**config.mk**
```make
export PLATFORM = sky130hd
export DESIGN_NAME = dl11_top
export DESIGN_NICKNAME = d
export VERILOG_FILES = /design/src/design/dl11_pkg.sv /design/src/design/dl11_baud_timer.sv /design/src/design/dl11_tx_shifter.sv /design/src/design/dl11_rx_shifter.sv /design/src/design/dl11_line_ctrl.sv /design/src/design/dl11_regs.sv /design/src/design/dl11_top.sv
export SDC_FILE = /design/constraint.sdc
export NUM_CORES = 1
export LEC_CHECK = 0
export ABC_AREA = 1
export BUFFER_PORTS_ARGS = -buffer_cell sky130_fd_sc_hd__buf_2
export CORE_MARGIN = 4
export CORE_UTILIZATION = 56
export CTS_CLUSTER_SIZE = 14
export DETAILED_ROUTE_END_ITERATION = 7
export MAX_ROUTING_LAYER = met4
export PLACE_DENSITY = 0.79
export REMOVE_ABC_BUFFERS = 1
export SLEW_MARGIN = 20
export SYNTH_ARGS = -nofsm -noshare
export SYNTH_HDL_FRONTEND = slang
export SYNTH_SLANG_ARGS = --single-unit
```
**constraint.sdc**
```tcl
create_clock -name clk -period 2.6 [get_ports clk]
set_input_delay 0.13 -clock clk [delete_from_list [all_inputs] [get_ports clk]]
set_output_delay 0.13 -clock clk [all_outputs]
set_load 0.01 [all_outputs]
```
**src/design/dl11_pkg.sv**
```systemverilog
/*
 * dl11 console serial line unit
 * shared types, iopage register addresses, csr bit positions,
 * interrupt vectors and line controller state encodings
 */
package dl11_pkg;

   typedef logic [12:0] iopage_addr_t;   // iopage byte address
   typedef logic [15:0] word_t;          // bus data word
   typedef logic [7:0]  byte_t;          // serial character
   typedef logic [7:0]  vector_t;        // interrupt vector

   // standard console addresses
   localparam iopage_addr_t RCSR_ADDR = 13'o17560;
   localparam iopage_addr_t RBUF_ADDR = 13'o17562;
   localparam iopage_addr_t XCSR_ADDR = 13'o17564;
   localparam iopage_addr_t XBUF_ADDR = 13'o17566;

   // same layout in rcsr and xcsr
   localparam int CSR_DONE_BIT = 7;
   localparam int CSR_IE_BIT   = 6;

   localparam vector_t RX_VECTOR = 8'o60;   // receive wins
   localparam vector_t TX_VECTOR = 8'o64;

   typedef enum logic [1:0] {
      tx_idle,
      tx_load,
      tx_busy
   } tx_state_t;

   typedef enum logic [1:0] {
      rx_wait,
      rx_unload,
      rx_full
   } rx_state_t;

endpackage

```
**src/design/dl11_baud_timer.sv**
```systemverilog
/*
 * dl11 baud timer
 * divides clk into the 16x receive sample tick and the bit tick
 */
`timescale 1ns/1ps

module dl11_baud_timer #(
   parameter int unsigned SAMPLE_DIV = 1   // clk cycles per sample tick
) (
   input  logic clk,
   input  logic reset,
   output logic sample_tick,
   output logic bit_tick
);

   localparam int DIV_W = $clog2(SAMPLE_DIV + 1);

   logic [DIV_W-1:0] div_cnt;
   logic [3:0]       smp_cnt;   // 16 samples per bit

   assign sample_tick = (div_cnt == DIV_W'(SAMPLE_DIV - 1));
   assign bit_tick    = sample_tick && (smp_cnt == 4'd15);

   always_ff @(posedge clk)
   begin
      if (reset)
      begin
         div_cnt <= '0;
         smp_cnt <= '0;
      end
      else if (sample_tick)
      begin
         div_cnt <= '0;
         smp_cnt <= smp_cnt + 4'd1;   // wraps every bit time
      end
      else
         div_cnt <= div_cnt + DIV_W'(1);
   end

endmodule

```
**src/design/dl11_tx_shifter.sv**
```systemverilog
/*
 * dl11 transmit shifter
 * sends one 8N1 frame, lsb first, one bit per bit tick
 */
`timescale 1ns/1ps

module dl11_tx_shifter
   import dl11_pkg::*;
(
   input  logic  clk,
   input  logic  reset,
   input  logic  bit_tick,
   input  logic  tx_load,
   input  byte_t tx_byte,
   output logic  txd,
   output logic  tx_busy
);

   localparam int FRAME_BITS = 10;   // start, 8 data, stop

   logic [FRAME_BITS-1:0] frame;
   logic [3:0]            bit_cnt;   // bits still to put on the line
   logic                  start;
   logic                  shift;

   assign start = tx_load && !tx_busy;
   assign shift = tx_busy && bit_tick;

   // frame register
   always_ff @(posedge clk)
   begin
      if (start)
         frame <= {1'b1, tx_byte, 1'b0};
      else if (shift)
         frame <= {1'b1, frame[FRAME_BITS-1:1]};   // fill with mark
   end

   always_ff @(posedge clk)
   begin
      if (reset)
      begin
         txd     <= 1'b1;   // line idles at mark
         tx_busy <= 1'b0;
         bit_cnt <= '0;
      end
      else if (start)
      begin
         tx_busy <= 1'b1;
         bit_cnt <= 4'(FRAME_BITS);
      end
      else if (shift)
      begin
         if (bit_cnt != 4'd0)
         begin
            txd     <= frame[0];
            bit_cnt <= bit_cnt - 4'd1;
         end
         else
            tx_busy <= 1'b0;   // stop bit has had its full bit time
      end
   end

endmodule

```
**src/design/dl11_rx_shifter.sv**
```systemverilog
/*
 * dl11 receive shifter
 * 16x oversampling receiver: start bit check at mid-bit, then one sample
 * per bit time; frames with a bad stop bit are discarded
 */
`timescale 1ns/1ps

module dl11_rx_shifter
   import dl11_pkg::*;
(
   input  logic  clk,
   input  logic  reset,
   input  logic  sample_tick,
   input  logic  rxd,
   output byte_t rx_byte,
   output logic  rx_valid
);

   localparam logic [3:0] MID_SAMPLE = 4'd7;   // 8th tick after the edge
   localparam logic [3:0] STOP_BIT   = 4'd9;

   logic       rxd_meta;
   logic       rxd_sync;
   logic       rxd_prev;
   logic       active;
   logic [3:0] smp_cnt;
   logic [3:0] bit_cnt;     // 0 start, 1..8 data, 9 stop
   logic       mid;
   logic       start_edge;
   logic       data_bit;
   byte_t      shreg;

   assign start_edge = rxd_prev && !rxd_sync;
   assign mid        = active && sample_tick && (smp_cnt == MID_SAMPLE);
   assign data_bit   = (bit_cnt != 4'd0) && (bit_cnt != STOP_BIT);
   assign rx_byte    = shreg;

   // two flop synchronizer plus edge history
   always_ff @(posedge clk)
   begin
      if (reset)
      begin
         rxd_meta <= 1'b1;
         rxd_sync <= 1'b1;
         rxd_prev <= 1'b1;
      end
      else
      begin
         rxd_meta <= rxd;
         rxd_sync <= rxd_meta;
         rxd_prev <= rxd_sync;
      end
   end

   always_ff @(posedge clk)
   begin
      if (mid && data_bit)
         shreg <= {rxd_sync, shreg[7:1]};   // lsb arrives first
   end

   always_ff @(posedge clk)
   begin
      if (reset)
      begin
         active   <= 1'b0;
         smp_cnt  <= '0;
         bit_cnt  <= '0;
         rx_valid <= 1'b0;
      end
      else
      begin
         rx_valid <= 1'b0;
         if (!active)
         begin
            if (start_edge)
            begin
               active  <= 1'b1;
               smp_cnt <= '0;
               bit_cnt <= '0;
            end
         end
         else if (sample_tick)
         begin
            smp_cnt <= smp_cnt + 4'd1;
            if (mid)
            begin
               if (bit_cnt == 4'd0)
               begin
                  if (rxd_sync)
                     active <= 1'b0;   // glitch, not a start bit
                  else
                     bit_cnt <= 4'd1;
               end
               else if (bit_cnt == STOP_BIT)
               begin
                  active   <= 1'b0;
                  rx_valid <= rxd_sync;   // framing error drops the byte
               end
               else
                  bit_cnt <= bit_cnt + 4'd1;
            end
         end
      end
   end

endmodule

```
**src/design/dl11_line_ctrl.sv**
```systemverilog
/*
 * dl11 line controller
 * transmit and receive sequencing, done flags and the two vectored
 * interrupt requests with receive priority
 */
`timescale 1ns/1ps

module dl11_line_ctrl
   import dl11_pkg::*;
(
   input  logic    clk,
   input  logic    reset,
   input  logic    xbuf_wr,
   input  logic    rbuf_rd,
   input  logic    tx_busy,
   input  logic    rx_valid,
   input  logic    rx_ie,
   input  logic    tx_ie,
   input  logic    interrupt_ack,
   output logic    tx_load,
   output logic    rx_unload,
   output logic    tx_ready,
   output logic    rx_done,
   output logic    interrupt,
   output vector_t vector
);

   tx_state_t tx_state;
   tx_state_t tx_next;
   rx_state_t rx_state;
   rx_state_t rx_next;
   logic      tx_int;
   logic      rx_int;
   logic      tx_asserting;
   logic      rx_asserting;

   always_comb
   begin
      tx_next = tx_state;
      case (tx_state)
         tx_idle:           if (xbuf_wr) tx_next = dl11_pkg::tx_load;
         dl11_pkg::tx_load: if (tx_busy) tx_next = dl11_pkg::tx_busy;
         dl11_pkg::tx_busy: if (!tx_busy) tx_next = tx_idle;
         default:           tx_next = tx_idle;
      endcase
   end

   always_comb
   begin
      rx_next = rx_state;
      case (rx_state)
         rx_wait:             if (rx_valid) rx_next = dl11_pkg::rx_unload;
         dl11_pkg::rx_unload: rx_next = rx_full;
         rx_full:
         begin
            if (rx_valid)
               rx_next = dl11_pkg::rx_unload;   // new byte overwrites rbuf
            else if (rbuf_rd)
               rx_next = rx_wait;
         end
         default:             rx_next = rx_wait;
      endcase
   end

   always_ff @(posedge clk)
   begin
      if (reset)
      begin
         tx_state <= tx_idle;
         rx_state <= rx_wait;
      end
      else
      begin
         tx_state <= tx_next;
         rx_state <= rx_next;
      end
   end

   assign tx_load   = (tx_state == dl11_pkg::tx_load) && !tx_busy;   // single pulse
   assign rx_unload = (rx_state == dl11_pkg::rx_unload);
   assign tx_ready  = (tx_state == tx_idle);
   assign rx_done   = (rx_state == rx_full);

   assign tx_asserting = tx_ie && tx_int;
   assign rx_asserting = rx_ie && rx_int;
   assign interrupt    = tx_asserting || rx_asserting;
   assign vector       = rx_asserting ? RX_VECTOR :
                         tx_asserting ? TX_VECTOR : '0;

   // clear wins over set so an ack takes the request down
   always_ff @(posedge clk)
   begin
      if (reset)
      begin
         tx_int <= 1'b1;   // ready transmitter requests at once
         rx_int <= 1'b0;
      end
      else
      begin
         if (xbuf_wr || (interrupt_ack && tx_asserting && !rx_asserting))
            tx_int <= 1'b0;
         else if (tx_ready)
            tx_int <= 1'b1;

         if (rbuf_rd || (interrupt_ack && rx_asserting))
            rx_int <= 1'b0;
         else if (rx_done)
            rx_int <= 1'b1;
      end
   end

endmodule

```
**src/design/dl11_regs.sv**
```systemverilog
/*
 * dl11 register file
 * wishbone classic slave for rcsr, rbuf, xcsr and xbuf with byte lanes,
 * registered ack and the access strobes for the line controller
 */
`timescale 1ns/1ps

module dl11_regs
   import dl11_pkg::*;
(
   input  logic         clk,
   input  logic         reset,
   input  iopage_addr_t wb_adr,
   input  word_t        wb_dat_w,
   input  logic [1:0]   wb_sel,
   input  logic         wb_we,
   input  logic         wb_cyc,
   input  logic         wb_stb,
   input  logic         tx_ready,
   input  logic         rx_done,
   input  logic         rx_unload,
   input  byte_t        rx_byte,
   output word_t        wb_dat_r,
   output logic         wb_ack,
   output logic         xbuf_wr,
   output logic         rbuf_rd,
   output logic         rx_ie,
   output logic         tx_ie,
   output byte_t        xbuf_low
);

   logic  rcsr_hit;
   logic  rbuf_hit;
   logic  xcsr_hit;
   logic  xbuf_hit;
   logic  req;
   logic  wr;
   word_t reg_in;
   word_t rd_mux;
   word_t xbuf;
   byte_t rbuf;

   // odd addresses select the same word
   assign rcsr_hit = (wb_adr[12:1] == RCSR_ADDR[12:1]);
   assign rbuf_hit = (wb_adr[12:1] == RBUF_ADDR[12:1]);
   assign xcsr_hit = (wb_adr[12:1] == XCSR_ADDR[12:1]);
   assign xbuf_hit = (wb_adr[12:1] == XBUF_ADDR[12:1]);

   assign req = wb_cyc && wb_stb && !wb_ack &&
                (rcsr_hit || rbuf_hit || xcsr_hit || xbuf_hit);
   assign wr  = req && wb_we && (wb_sel != 2'b00);

   // high lane moves down for an odd byte write
   assign reg_in = (wb_adr[0] || (wb_sel == 2'b10)) ? {8'h00, wb_dat_w[15:8]} : wb_dat_w;

   assign xbuf_wr  = wr && xbuf_hit;
   assign rbuf_rd  = req && !wb_we && rbuf_hit;
   assign xbuf_low = xbuf[7:0];

   always_comb
   begin
      rd_mux = '0;
      if (rcsr_hit)
      begin
         rd_mux[CSR_DONE_BIT] = rx_done;
         rd_mux[CSR_IE_BIT]   = rx_ie;
      end
      else if (rbuf_hit)
         rd_mux[7:0] = rbuf;
      else if (xcsr_hit)
      begin
         rd_mux[CSR_DONE_BIT] = tx_ready;
         rd_mux[CSR_IE_BIT]   = tx_ie;
      end
      else if (xbuf_hit)
         rd_mux = xbuf;
   end

   always_ff @(posedge clk)
   begin
      if (reset)
      begin
         wb_ack <= 1'b0;
         rx_ie  <= 1'b0;
         tx_ie  <= 1'b0;
      end
      else
      begin
         wb_ack <= req;   // one cycle, never for a miss
         if (wr && rcsr_hit)
            rx_ie <= reg_in[CSR_IE_BIT];
         if (wr && xcsr_hit)
            tx_ie <= reg_in[CSR_IE_BIT];
      end
   end

   always_ff @(posedge clk)
   begin
      if (req)
         wb_dat_r <= rd_mux;   // held for the ack cycle
      if (xbuf_wr)
         xbuf <= reg_in;
      if (rx_unload)
         rbuf <= rx_byte;
   end

endmodule

```
**src/design/dl11_top.sv**
```systemverilog
/*
 * dl11 console serial line unit, top level
 * wishbone register port, 8N1 serial line and vectored interrupts
 */
`timescale 1ns/1ps

module dl11_top
   import dl11_pkg::*;
#(
   parameter int unsigned SAMPLE_DIV = 16   // clk cycles per 16x tick
) (
   input  logic         clk,
   input  logic         reset,
   input  iopage_addr_t wb_adr,
   input  word_t        wb_dat_w,
   input  logic [1:0]   wb_sel,
   input  logic         wb_we,
   input  logic         wb_cyc,
   input  logic         wb_stb,
   input  logic         rxd,
   input  logic         interrupt_ack,
   output word_t        wb_dat_r,
   output logic         wb_ack,
   output logic         txd,
   output logic         interrupt,
   output vector_t      vector
);

   logic  sample_tick;
   logic  bit_tick;
   logic  tx_load;
   logic  tx_busy;
   logic  rx_valid;
   logic  rx_unload;
   logic  xbuf_wr;
   logic  rbuf_rd;
   logic  rx_ie;
   logic  tx_ie;
   logic  tx_ready;
   logic  rx_done;
   byte_t rx_byte;
   byte_t xbuf_low;

   dl11_baud_timer #(
      .SAMPLE_DIV (SAMPLE_DIV)
   ) baud_i (
      .clk         (clk),
      .reset       (reset),
      .sample_tick (sample_tick),
      .bit_tick    (bit_tick)
   );

   dl11_tx_shifter tx_i (
      .clk      (clk),
      .reset    (reset),
      .bit_tick (bit_tick),
      .tx_load  (tx_load),
      .tx_byte  (xbuf_low),
      .txd      (txd),
      .tx_busy  (tx_busy)
   );

   dl11_rx_shifter rx_i (
      .clk         (clk),
      .reset       (reset),
      .sample_tick (sample_tick),
      .rxd         (rxd),
      .rx_byte     (rx_byte),
      .rx_valid    (rx_valid)
   );

   dl11_line_ctrl ctrl_i (
      .clk           (clk),
      .reset         (reset),
      .xbuf_wr       (xbuf_wr),
      .rbuf_rd       (rbuf_rd),
      .tx_busy       (tx_busy),
      .rx_valid      (rx_valid),
      .rx_ie         (rx_ie),
      .tx_ie         (tx_ie),
      .interrupt_ack (interrupt_ack),
      .tx_load       (tx_load),
      .rx_unload     (rx_unload),
      .tx_ready      (tx_ready),
      .rx_done       (rx_done),
      .interrupt     (interrupt),
      .vector        (vector)
   );

   dl11_regs regs_i (
      .clk       (clk),
      .reset     (reset),
      .wb_adr    (wb_adr),
      .wb_dat_w  (wb_dat_w),
      .wb_sel    (wb_sel),
      .wb_we     (wb_we),
      .wb_cyc    (wb_cyc),
      .wb_stb    (wb_stb),
      .tx_ready  (tx_ready),
      .rx_done   (rx_done),
      .rx_unload (rx_unload),
      .rx_byte   (rx_byte),
      .wb_dat_r  (wb_dat_r),
      .wb_ack    (wb_ack),
      .xbuf_wr   (xbuf_wr),
      .rbuf_rd   (rbuf_rd),
      .rx_ie     (rx_ie),
      .tx_ie     (tx_ie),
      .xbuf_low  (xbuf_low)
   );

endmodule

```
==> metrics.csv, run 1 <==
stage;metric;value;unit
run_status;status;finished clean;
flow_run;cap_violations;0;
clock_network;clk_path_buf_depth;2;
detailed_routing;drtAntennaViolNets;0;
cells_and_area;final_core_util;66.5;%
cells_and_area;nFillCells;547;
global_route;grt_max_degree;18;
global_route;antenna_found_initial;0;
synth;ys_ff_latch;94;
sta;fin_tns_setup;0;ns
setup_path;crit_path_max_fanout;10;
sta;slew_viol_final;0;
clock_network;clock_latency;0.35;ns
clock_network;cts_tree;built;
cells_and_area;layout_commonest_cell;inv_1;
setup_path;slowest_delay;0.36;ns
placement;dp_hpwl;5550;microns
power;p_int;1.96;mW
sta;finalSetupViolCount;0;
cells_and_area;layout-drive-gt1-share;19.1;%
global_route;grt_pass1_wl;12500;microns
clock_network;numCtsBuffers;9;
detailed_routing;dr.pass1.iters;4;
setup_path;required;2.62;ns
power;swShare;22.4;%
clock_network;clock_sinks;94;
setup_path;cp-start-kind;register;
detailed_routing;routed_wl;7370;microns
setup_path;crit_slowest_cell;dfxtp_1;
detailed_routing;wire_per_inst;12.5;microns
cells_and_area;syn2layout_area_growth;13.4;%
worst_hold_path;min_path_type;input port to register;
sta;fmax;461;MHz
sta;finalCritPeriodShare;83.5;%
floorplan;start_util;58.7;%
placement;gp_congestion;0.887;
floorplan;rows;30;
synth;yosysSeqAreaShare;59.9;%
sta;max_slew_margin;53.1;%
sta;clock_skew;0.0124;ns
detailed_routing;vias_per_cell;5.06;
synth;ys.flop_type;edfxtp_1;
global_route;overflow;0;
placement;io_buffers;59;
floorplan;die_y;93.3;microns
floorplan;io_pins;65;
cells_and_area;mostFrequentLayoutCells;inv_1 (69), buf_2 (59), nand2_1 (57), edfxtp_1 (56), nor2_1 (51);
cells_and_area;nets;535;
sta;hold_viol_final;0;
floorplan;chipWidth;93.3;microns
power;ir_drop;319;uV
clock_network;clkTransAtPathRegs;0.09;ns
sta;setup_slack;0.430;ns
global_route;grt_pass1_vias;2813;
setup_path;path_class;register to register;
sta;rsz0062_at_grt;false;
clock_network;htree_levels;3;
floorplan;dieArea;8710;sq um
setup_path;path_cells;ha_1 -> nand2_1 -> nor2_1 -> ha_1 -> nand3_4 -> nor2_8 -> nand2_1 -> nand2_1;
sta;worst_pin_slew;0.700;ns
cells_and_area;diodes;0;
power;power_frac_comb;4.3;%
global_route;grt_usage;19.0;%
detailed_routing;drcViolationCount;0;
power;p_clk_share;33.2;%
synth;synth_cells;424;
synth;synth_area;4080;sq um
clock_network;clk_root_buffer_cell;clkbuf_8;
power;p_leak;1.98;nW
placement;pre_cts_slack;0.425;ns
power;switchingPower;0.566;mW
clock_network;cts_setup_buffers;0;
synth;synth.distinct_cells;35;
setup_path;endpoint_kind;register;
floorplan;core;6940;sq um
detailed_routing;drtIter0Drc;202;
power;power_density;547;nW/um^2
setup_path;cpMostUsedCell;nand2_1;
power;seqPwrFrac;62.4;%
synth;synth_edf_count;56;
synth;async_flop_share;0;%
sta;min_period;2.17;ns
detailed_routing;vias;2973;
setup_path;crit_arrival;2.19;ns
sta;whs;0.0967;ns
synth;avgSynthCellArea;9.61;sq um
synth;yosysWarnings;0;
==> critical path: cells and delay by family (launching register included) <==
family                   cells  cell delay, ns
adder cells (fa/ha/maj)      2            0.51
flip-flops                   1            0.36
AND/OR/NAND/NOR              6            0.95
==> routing by layer <==
metal  share of wire, %  up-vias  GRT usage [%]
li1                   -     1516              -
met1                 44     1360           23.9
met2                 48       84           30.2
met3                5.7       13           4.02
met4                1.9        0           7.20
met5                  0        -              -
==> area by class of cell <==
type | instances | area, sq um | share of cell area, %
multi-input cells | 247 | 1290 | 27.9
well taps | 96 | 120 | 2.60
flip-flops and latches | 94 | 2440 | 52.9
repair buffers | 63 | 328 | 7.10
clock inverters | 5 | 35.0 | 0.758
clock buffers | 10 | 128 | 2.76
inverters | 73 | 279 | 6.04
==> metrics by stage <==
step           instances  cell area [sq um]  total power, mW
2_1_floorplan        414               4010             1.67
3_3_place_gp         572               4450             1.72
3_5_place_dp         572               4450             1.72
4_1_cts              588               4620             2.54
5_1_grt              588               4620             2.64
6_report             588               4620             2.53
==> path summary, 6_finish.rpt <==
kind,startpoint,endpoint,slack (ns),cells past startpoint
worst max-delay path,baud_i.div_cnt[0],tx_i.frame[8],0.43,8
worst min-delay path,wb_dat_w[11],regs_i.xbuf[11],0.1,3
worst max register to register,baud_i.div_cnt[0],tx_i.frame[8],0.43,8
worst min register to register,rx_i.rxd_meta,rx_i.rxd_sync,0.42,1
==> synth_stat cells, types with 3 or more instances <==
library cell,n,area share (%)
clkbuf_1,5,0.46
nor2_2,3,0.46
edfxtp_1,56,41
a21oi_1,32,3.9
inv_1,69,6.4
ha_1,9,2.8
o21ai_0,22,2.7
nand3_4,3,1.3
nand3_1,30,3.7
nor3_1,6,0.74
o22ai_1,4,0.61
nand4_1,5,0.77
dfxtp_1,38,19
buf_4,7,1.3
nor2_1,51,4.7
o211ai_1,3,0.55
nand2_1,57,5.3
==> sequential cells by signal (all words and copies together), names as in the netlist, 4 cells and up <==
register	cells
baud_i.smp_cnt	4
rx_i.bit_cnt	4
regs_i.rbuf	8
rx_i.smp_cnt	4
baud_i.div_cnt	5
regs_i.wb_dat_r	16
rx_i.rx_byte	8
tx_i.frame	9
regs_i.xbuf	16
tx_i.bit_cnt	4
==> repair_timing <==
| action | in CTS | in global routing |
|---|---|---|
| endpoints found under the hold margin | 1 | 0 |
| hold buffers | 1 | 0 |
| resized for setup | 0 | 0 |
==> cell families after synthesis <==
logic type / count (synthesis) / synth area share (%)
other cells: 1 / 0.0920
compound gates: 66 / 8.90
buf+inv: 87 / 8.84
simple gates: 165 / 19.0
xor+xnor: 2 / 0.430
fa+ha+maj: 9 / 2.76
flops: 94 / 59.9
==> power by group through the flow <==
| stage | Sequential, mW | Combinational (mW) | Clock, mW |
|---|---|---|---|
| after CTS | 1.58 | 0.110 | 0.850 |
| after global placement | 1.61 | 0.104 | 0 |
| after global routing | 1.58 | 0.124 | 0.932 |
| after detailed placement | 1.61 | 0.108 | 0 |
| after floorplan | 1.61 | 0.0587 | 0 |
| final | 1.58 | 0.109 | 0.840 |
Note: power is estimated with default switching activity, not from simulation.
==> inputs of run 2 (changes only) <==
Settings changed: CORE_UTILIZATION 56 to 51, PLACE_DENSITY 0.79 to 0.76.
Clock period 2.6 ns to 1.75 ns, I/O delays scaled along.
==> run 2 against run 1 <==
Compared with the run above: final cell count up 4.1%; non-clock buffer count increased by 17; sequential share of layout area decreased by 2.6 points; highest routed layer unchanged; sequential power up 49%; largest cell class unchanged; via count increased by 2.3%.
==> metrics.csv, run 2 (synthesis gave the netlist of run 1 again) <==
stage;metric;value;unit;change
sta;min_period;1.67;ns;was 2.17 ns
power;ir_drop;475;uV;was 319 uV
setup_path;path_cells;ha_4 -> nand2_4 -> nor2_4 -> ha_4 -> nand3_4 -> nor2_8 -> buf_6 -> nand3_4 -> clkinv_4 -> nand3_1 -> nand2_1 -> a21oi_2;;was ha_1 -> nand2_1 -> nor2_1 -> ha_1 -> nand3_4 -> nor2_8 -> nand2_1 -> nand2_1
detailed_routing;dr.pass1.iters;4;;unchanged
detailed_routing;drtIter0Drc;143;;was 202
floorplan;start_util;52.5;%;was 58.7%
global_route;overflow;0;;unchanged
floorplan;die_y;97.4;microns;was 93.3 microns
power;p_clk_share;33.3;%;was 33.2%
cells_and_area;syn2layout_area_growth;19.3;%;was 13.4%
floorplan;core;7770;sq um;was 6940 sq um
cells_and_area;final_cell_area;4860;sq um;was 4620 sq um
detailed_routing;vias_per_cell;4.97;;was 5.06
setup_path;required;2.01;ns;was 2.62 ns
global_route;grt_usage;18.2;%;was 19.0%
global_route;grt_pass1_vias;2981;;was 2813
cells_and_area;diodes;0;;unchanged
setup_path;slowest_delay;0.37;ns;was 0.36 ns
worst_hold_path;min_to;regs_i.xbuf[8];;was regs_i.xbuf[11]
setup_path;endpoint_kind;register;;unchanged
global_route;grt_max_degree;25;;was 18
clock_network;cts_tree;built;;unchanged
setup_path;crit_path_max_fanout;5;;was 10
worst_hold_path;min_path_type;input port to register;;unchanged
setup_path;cp_num_cells;12;;was 8
sta;worst_pin_slew;0.516;ns;was 0.700 ns
placement;pre_cts_slack;-0.0875;ns;was 0.425 ns
cells_and_area;nets;552;;was 535
power;p_int;2.93;mW;was 1.96 mW
setup_path;path_buf_inv;2;;was 0
setup_path;crit-reg2reg-launch;baud_i.div_cnt[1];;was baud_i.div_cnt[0]
setup_path;r2r-end;tx_i.bit_cnt[2];;was tx_i.frame[8]
clock_network;clock_latency;0.36;ns;was 0.35 ns
sta;finalSetupViolCount;0;;unchanged
sta;finalCritPeriodShare;95.2;%;was 83.5%
sta;fmax;600;MHz;was 461 MHz
detailed_routing;wire_per_inst;13.1;microns;was 12.5 microns
detailed_routing;routed_wl;8040;microns;was 7370 microns
setup_path;path_delay_family;simple AND/OR/NAND/NOR gates;;unchanged
cells_and_area;final_core_util;62.6;%;was 66.5%
floorplan;dieArea;9480;sq um;was 8710 sq um
power;power_density;779;nW/um^2;was 547 nW/um^2
global_route;antenna_found_initial;0;;unchanged
floorplan;rows;32;;was 30
run_status;status;finished clean;;unchanged
clock_network;clkTransAtPathRegs;0.09;ns;about the same
sta;slew_viol_final;0;;unchanged
detailed_routing;vias;3040;;was 2973
setup_path;rrSetupSlack;0.08;ns;was 0.43 ns
power;switchingPower;0.856;mW;was 0.566 mW
flow_run;cap_violations;0;;unchanged
cells_and_area;largestRegisters;regs_i.wb_dat_r: 16 flops, regs_i.xbuf: 16 flops, tx_i.frame: 9 flops;;unchanged
sta;clock_skew;0.0120;ns;was 0.0124 ns
worst_hold_path;min-delay-start;wb_dat_w[8];;was wb_dat_w[11]
floorplan;chipWidth;97.4;microns;was 93.3 microns
cells_and_area;layout-drive-gt1-share;23.7;%;was 19.1%
detailed_routing;drcViolationCount;0;;unchanged
cells_and_area;layout_commonest_cell;inv_1;;unchanged
setup_path;ff2ff_path_depth;12;;was 8
setup_path;crit_slowest_cell;dfxtp_2;;was dfxtp_1
cells_and_area;mostFrequentLayoutCells;inv_1 (69), buf_2 (59), edfxtp_1 (56), nand2_1 (54), nor2_1 (50);;was inv_1 (69), buf_2 (59), nand2_1 (57), edfxtp_1 (56), nor2_1 (51)
power;p_leak;2.11;nW;was 1.98 nW
power;power_frac_comb;4.7;%;was 4.3%
setup_path;cp-start-kind;register;;unchanged
clock_network;htree_levels;3;;unchanged
clock_network;clock_sinks;94;;unchanged
detailed_routing;drtAntennaViolNets;0;;unchanged
global_route;grt_pass1_wl;13600;microns;was 12500 microns
floorplan;io_pins;65;;unchanged
placement;gp_congestion;0.793;;was 0.887
setup_path;path_class;register to register;;unchanged
power;finalPower;3.79;mW;was 2.53 mW
clock_network;clk_root_buffer_cell;clkbuf_8;;unchanged
clock_network;numCtsBuffers;9;;unchanged
sta;setup_slack;0.0832;ns;was 0.430 ns
clock_network;clk_path_buf_depth;2;;unchanged
sta;max_slew_margin;65.3;%;was 53.1%
placement;postPlaceCellArea;4580;sq um;was 4450 sq um
power;seqPwrFrac;62.0;%;was 62.4%
worst_hold_path;hold_path_depth;3;;unchanged
placement;dp_hpwl;5830;microns;was 5550 microns
placement;io_buffers;59;;unchanged
setup_path;crit_arrival;1.92;ns;was 2.19 ns
sta;hold_viol_final;0;;unchanged
power;swShare;22.6;%;was 22.4%
## run 2: stage by stage
step / TNS, ns / hold WS (ns) / instances
3_5_place_dp: -1.27 / 0.276 / 591
5_1_grt: -0.0345 / 0.0172 / 612
4_1_cts: 0 / 0.0145 / 608
2_1_floorplan: -4.56 / 0.157 / 414
6_report: 0 / 0.0305 / 612
3_3_place_gp: -0.570 / 0.273 / 591
## run 2: tightest hold or removal path: stages
cell and delay [ns]:
buf_2 0.07, inv_1 0.04, nor2_1 0.08
## run 2: final cells by class
cell class,count,area (sq um)
fillers,639,2910
repair buffers,80,488
well taps,102,128
clock buffers,11,131
multi-input cells,247,1350
clock inverters,5,36.3
inverters,73,279
flip-flops and latches,94,2440
## run 2: power by group through the flow
stage / Sequential (mW) / Clock (mW) / Combinational [mW]
2_1_floorplan: 2.39 / 0 / 0.0871
3_3_place_gp: 2.39 / 0 / 0.160
3_5_place_dp: 2.40 / 0 / 0.166
4_1_cts: 2.35 / 1.29 / 0.169
5_1_grt: 2.35 / 1.42 / 0.204
6_report: 2.35 / 1.26 / 0.178
## run 2: layer usage
metal  vias up  part of all wire [%]  wire (microns)  global-route usage (%)
li1       1550                     -               -                       -
met1      1408                    44            3500                    23.5
met2        73                    50            4040                    28.6
met3         9                   4.7             377                    3.52
met4         0                   1.4             116                    6.71
met5         -                     0               0                       -
## run 2: timing repair
item | CTS | global route
gates resized for setup | 5 | 13
hold endpoints to repair | 1 | 0
endpoints found under the setup margin | 19 | 32
hold buffers | 1 | 0
pin swaps | 1 | 7
buffers inserted | 0 | 5
## run 2: worst max path at each step
stage	from	to	slack, ns
global route	baud_i.div_cnt[1]	rx_i.bit_cnt[2]	-0.01
detailed placement	baud_i.div_cnt[1]	rx_i.rx_byte[1]	-0.09
floorplan	baud_i.div_cnt[0]	rx_i.rx_byte[0]	-0.43
finish	baud_i.div_cnt[1]	tx_i.bit_cnt[2]	0.08
CTS	baud_i.div_cnt[1]	rx_i.rx_byte[2]	0.006
global placement	baud_i.div_cnt[0]	rx_i.rx_byte[0]	-0.06
==> inputs of run 3 (changes only) <==
Settings changed: ABC_AREA 1 to not set, CORE_UTILIZATION 51 to 50, PLACE_DENSITY 0.76 to 0.75.
==> run 3 against run 2 <==
Compared with the run above: the flow now finishes with violations (negative setup slack); worst setup slack worse by 0.18 ns; die area up 0.60%; non-clock buffer count up 2; sequential cell count unchanged; critical endpoint is now rx_i.rx_byte[6]; largest power group unchanged; global-route usage up 0.16 points; critical path depth down 5; clock skew about the same; synthesized area down 1.3%; power up 13%.
==> metrics.csv, run 3 <==
stage;metric;value;unit;change
synth;synth_area;4020;sq um;was 4080 sq um
global_route;use_met3;3.23;%;was 3.52%
run_status;status;finished with violations;;was finished clean
synth;post-synth-top-count-cell;edfxtp_1;;was inv_1
synth;synth_common_cells;edfxtp_1 (56), dfxtp_1 (38), nor2_1 (21);;was inv_1 (69), nand2_1 (57), edfxtp_1 (56)
sta;finalCritPeriodShare;105;%;was 95.2%
power;seqPwrFrac;54.6;%;was 62.0%
setup_path;crit-reg2reg-launch;baud_i.div_cnt[1];;unchanged
placement;placed_cells;495;;was 591
synth;avgSynthCellArea;12.2;sq um;was 9.61 sq um
sta;slew_viol_final;0;;unchanged
clock_network;clock_latency;0.35;ns;was 0.36 ns
cells_and_area;layout-drive-gt1-share;31.8;%;was 23.7%
placement;pre_cts_slack;-0.368;ns;was -0.0875 ns
synth;synthAdderAreaFrac;2.80;%;was 2.76%
detailed_routing;routed_wl;8140;microns;was 8040 microns
cells_and_area;layout_commonest_cell;buf_2;;was inv_1
cells_and_area;syn2layout_area_growth;22.1;%;was 19.3%
floorplan;die_y;97.7;microns;was 97.4 microns
setup_path;path_cells;ha_4 -> and3_4 -> ha_4 -> nand2_4 -> or3_4 -> nor3_2 -> buf_6;;was ha_4 -> nand2_4 -> nor2_4 -> ha_4 -> nand3_4 -> nor2_8 -> buf_6 -> nand3_4 -> clkinv_4 -> nand3_1 -> nand2_1 -> a21oi_2
detailed_routing;dr.pass1.iters;4;;unchanged
global_route;grt_pass1_vias;2810;;was 2981
setup_path;path_class;register to register;;unchanged
power;swShare;19.3;%;was 22.6%
global_route;overflow;0;;unchanged
sta;rsz0062_at_grt;true;;
global_route;grt_usage;18.3;%;was 18.2%
floorplan;dieArea;9540;sq um;was 9480 sq um
global_route;grt_pass1_wl;13500;microns;was 13600 microns
synth;netlist.area_leader.share;41.8;%;was 41.3%
setup_path;crit_arrival;1.91;ns;was 1.92 ns
sta;fin_tns_setup;-0.799;ns;was 0 ns
setup_path;required;1.81;ns;was 2.01 ns
synth;synth.distinct_cells;50;;was 35
synth;synth-xor-area-share;1.96;%;was 0.430%
detailed_routing;drtIter0Drc;144;;was 143
clock_network;cts_tree;built;;unchanged
synth;synthSimpleGateAreaFrac;17.6;%;was 19.0%
placement;gp_congestion;0.821;;was 0.793
power;finalPower;4.29;mW;was 3.79 mW
cells_and_area;multi_input_area;1530;sq um;was 1350 sq um
floorplan;core;7770;sq um;unchanged
setup_path;cpMostUsedCell;ha_4;;
synth;synth_top_family_by_area;simple AND/OR/NAND/NOR gates;;unchanged
cells_and_area;diodes;0;;unchanged
sta;fmax;542;MHz;was 600 MHz
synth;synth_cells;329;;was 424
synth;ys_ff_latch;94;;unchanged
synth;ys_top_cells_by_area;edfxtp_1 (42%), dfxtp_1 (19%), ha_1 (2.8%), mux2i_1 (2.0%), mux2_2 (2.0%);;was edfxtp_1 (41%), dfxtp_1 (19%), inv_1 (6.4%), nand2_1 (5.3%), nor2_1 (4.7%)
cells_and_area;mostFrequentLayoutCells;buf_2 (59), edfxtp_1 (56), dfxtp_1 (36), nor2_1 (21), buf_4 (16);;was inv_1 (69), buf_2 (59), edfxtp_1 (56), nand2_1 (54), nor2_1 (50)
cells_and_area;nets;454;;was 552
clock_network;clk_path_buf_depth;2;;unchanged
power;switchingPower;0.828;mW;was 0.856 mW
setup_path;cp-startpoint;baud_i.div_cnt[1];;unchanged
floorplan;chipWidth;97.7;microns;was 97.4 microns
placement;dp_hpwl;6020;microns;was 5830 microns
sta;finalSetupViolCount;10;;was 0
setup_path;ff2ff_path_depth;7;;was 12
floorplan;rows;32;;unchanged
cells_and_area;final_cells;514;;was 612
detailed_routing;vias;2784;;was 3040
sta;worst_pin_slew;0.754;ns;was 0.516 ns
detailed_routing;vias_per_cell;5.42;;was 4.97
setup_path;r2r-end;rx_i.rx_byte[6];;was tx_i.bit_cnt[2]
power;power_frac_comb;4.4;%;was 4.7%
clock_network;clkTransAtPathRegs;0.09;ns;about the same
synth;async_flop_share;0;%;unchanged
global_route;met2_usage;32.2;%;was 28.6%
placement;io_buffers;59;;unchanged
global_route;grt_max_degree;38;;was 25
synth;synth_edf_count;56;;unchanged
detailed_routing;drcViolationCount;0;;unchanged
synth;yosysSeqAreaShare;60.7;%;was 59.9%
worst_hold_path;min_path_type;input port to register;;unchanged
synth;ys.flop_type;edfxtp_1;;unchanged
synth;yosys.area.top_type;edfxtp_1;;unchanged
synth;synth-compound-area-share;8.77;%;was 8.90%
setup_path;crit_slowest_cell;dfxtp_2;;unchanged
global_route;met1_usage;21.0;%;was 23.5%
global_route;antenna_found_initial;0;;unchanged
setup_path;crit_end;rx_i.rx_byte[6];;was tx_i.bit_cnt[2]
sta;clock_skew;0.0115;ns;was 0.0120 ns
synth;yosysWarnings;0;;unchanged
detailed_routing;drtAntennaViolNets;0;;unchanged
floorplan;start_util;51.8;%;was 52.5%
power;p_int;3.46;mW;was 2.93 mW
cells_and_area;nFillCells;618;;was 639
global_route;grt_busiest_layer;met2;;unchanged
clock_network;clock_sinks;94;;unchanged
run_status;violations;negative setup slack;;
floorplan;io_pins;65;;unchanged
synth;synth_mux_area_share;4.51;%;was 0%
setup_path;rrSetupSlack;-0.1;ns;was 0.08 ns
cells_and_area;largestRegisters;regs_i.wb_dat_r: 16 flops, regs_i.xbuf: 16 flops, tx_i.frame: 9 flops;;unchanged
power;power_density;873;nW/um^2;was 779 nW/um^2
sta;min_period;1.85;ns;was 1.67 ns
cells_and_area;regArea;2440;sq um;unchanged
power;p_leak;1.98;nW;was 2.11 nW
sta;setup_slack;-0.0955;ns;was 0.0832 ns
detailed_routing;wire_per_inst;15.8;microns;was 13.1 microns
sta;hold_viol_final;0;;unchanged
clock_network;htree_levels;3;;unchanged
clock_network;clk_root_buffer_cell;clkbuf_8;;unchanged
sta;max_slew_margin;49.6;%;was 65.3%
setup_path;cp-start-kind;register;;unchanged
setup_path;slowest_delay;0.36;ns;was 0.37 ns
flow_run;cap_violations;0;;unchanged
setup_path;crit_path_max_fanout;8;;was 5
clock_network;numCtsBuffers;9;;unchanged
setup_path;endpoint_kind;register;;unchanged
power;ir_drop;589;uV;was 475 uV
power;p_clk_share;41.0;%;was 33.3%
-- run 3: per-stage QoR --
stage	utilization [%]	hold WS, ns	area (sq um)
after floorplan	-	0.157	3940
after global placement	58.5	0.299	4550
after detailed placement	58.5	0.300	4550
after CTS	63.1	0.0239	4900
after global routing	63.2	0.0256	4910
final	63.2	0.0433	4910
-- run 3: what timing repair did --
| item | 4_1_cts | 5_1_grt |
|---|---|---|
| endpoints found under the setup margin | 36 | 31 |
| setup buffers | 3 | 0 |
| endpoints found under the hold margin | 1 | 0 |
| hold buffers | 1 | 0 |
| pin swaps | 8 | 12 |
| gates resized for setup | 16 | 7 |
-- run 3: cell families after synthesis --
kind of cell / Yosys count
compound gates: 51
xor+xnor: 9
fa+ha+maj: 9
buf+inv: 30
flops: 94
mux: 16
other cells: 1
simple gates: 119
-- run 3: per-layer routing --
metal,share of wire [%],vias to the layer above
li1,-,1356
met1,39,1360
met2,55,54
met3,4.8,14
met4,1.7,0
met5,0,-
-- run 3: worst min path at each step --
stage	startpoint	endpoint	slack [ns]	cells after the start
final	wb_dat_w[4]	regs_i.xbuf[4]	0.04	2
after global routing	wb_adr[0]	regs_i.xbuf[14]	0.03	2
after CTS	wb_dat_w[4]	regs_i.xbuf[4]	0.02	2
after detailed placement	rxd	rx_i.rxd_meta	0.30	2
after global placement	rxd	rx_i.rxd_meta	0.30	2
after floorplan	reset	ctrl_i.rx_state[1]	0.16	1
-- run 3: worst max-delay path, delay by kind of cell (launching register included) --
family / cells / cell delay [ns]
buffers and inverters: 1 / 0.17
AND/OR/NAND/NOR: 4 / 0.75
adder cells (fa/ha/maj): 2 / 0.28
flip-flops: 1 / 0.36
-- run 3: final cells by class --
class / instances / share of cell area, %
clock buffers: 11 / 3.11
clock inverters: 5 / 2.14
inverters: 11 / 0.841
multi-input cells: 209 / 31.1
flip-flops and latches: 94 / 49.8
well taps: 102 / 2.60
repair buffers: 82 / 10.4
-- run 3: power by group through the flow --
stage | Sequential, mW | Combinational (mW) | Clock (mW)
2_1_floorplan | 2.39 | 0.0774 | 0
3_3_place_gp | 2.39 | 0.172 | 0
3_5_place_dp | 2.39 | 0.176 | 0
4_1_cts | 2.34 | 0.186 | 1.78
5_1_grt | 2.34 | 0.207 | 1.90
6_report | 2.34 | 0.188 | 1.76
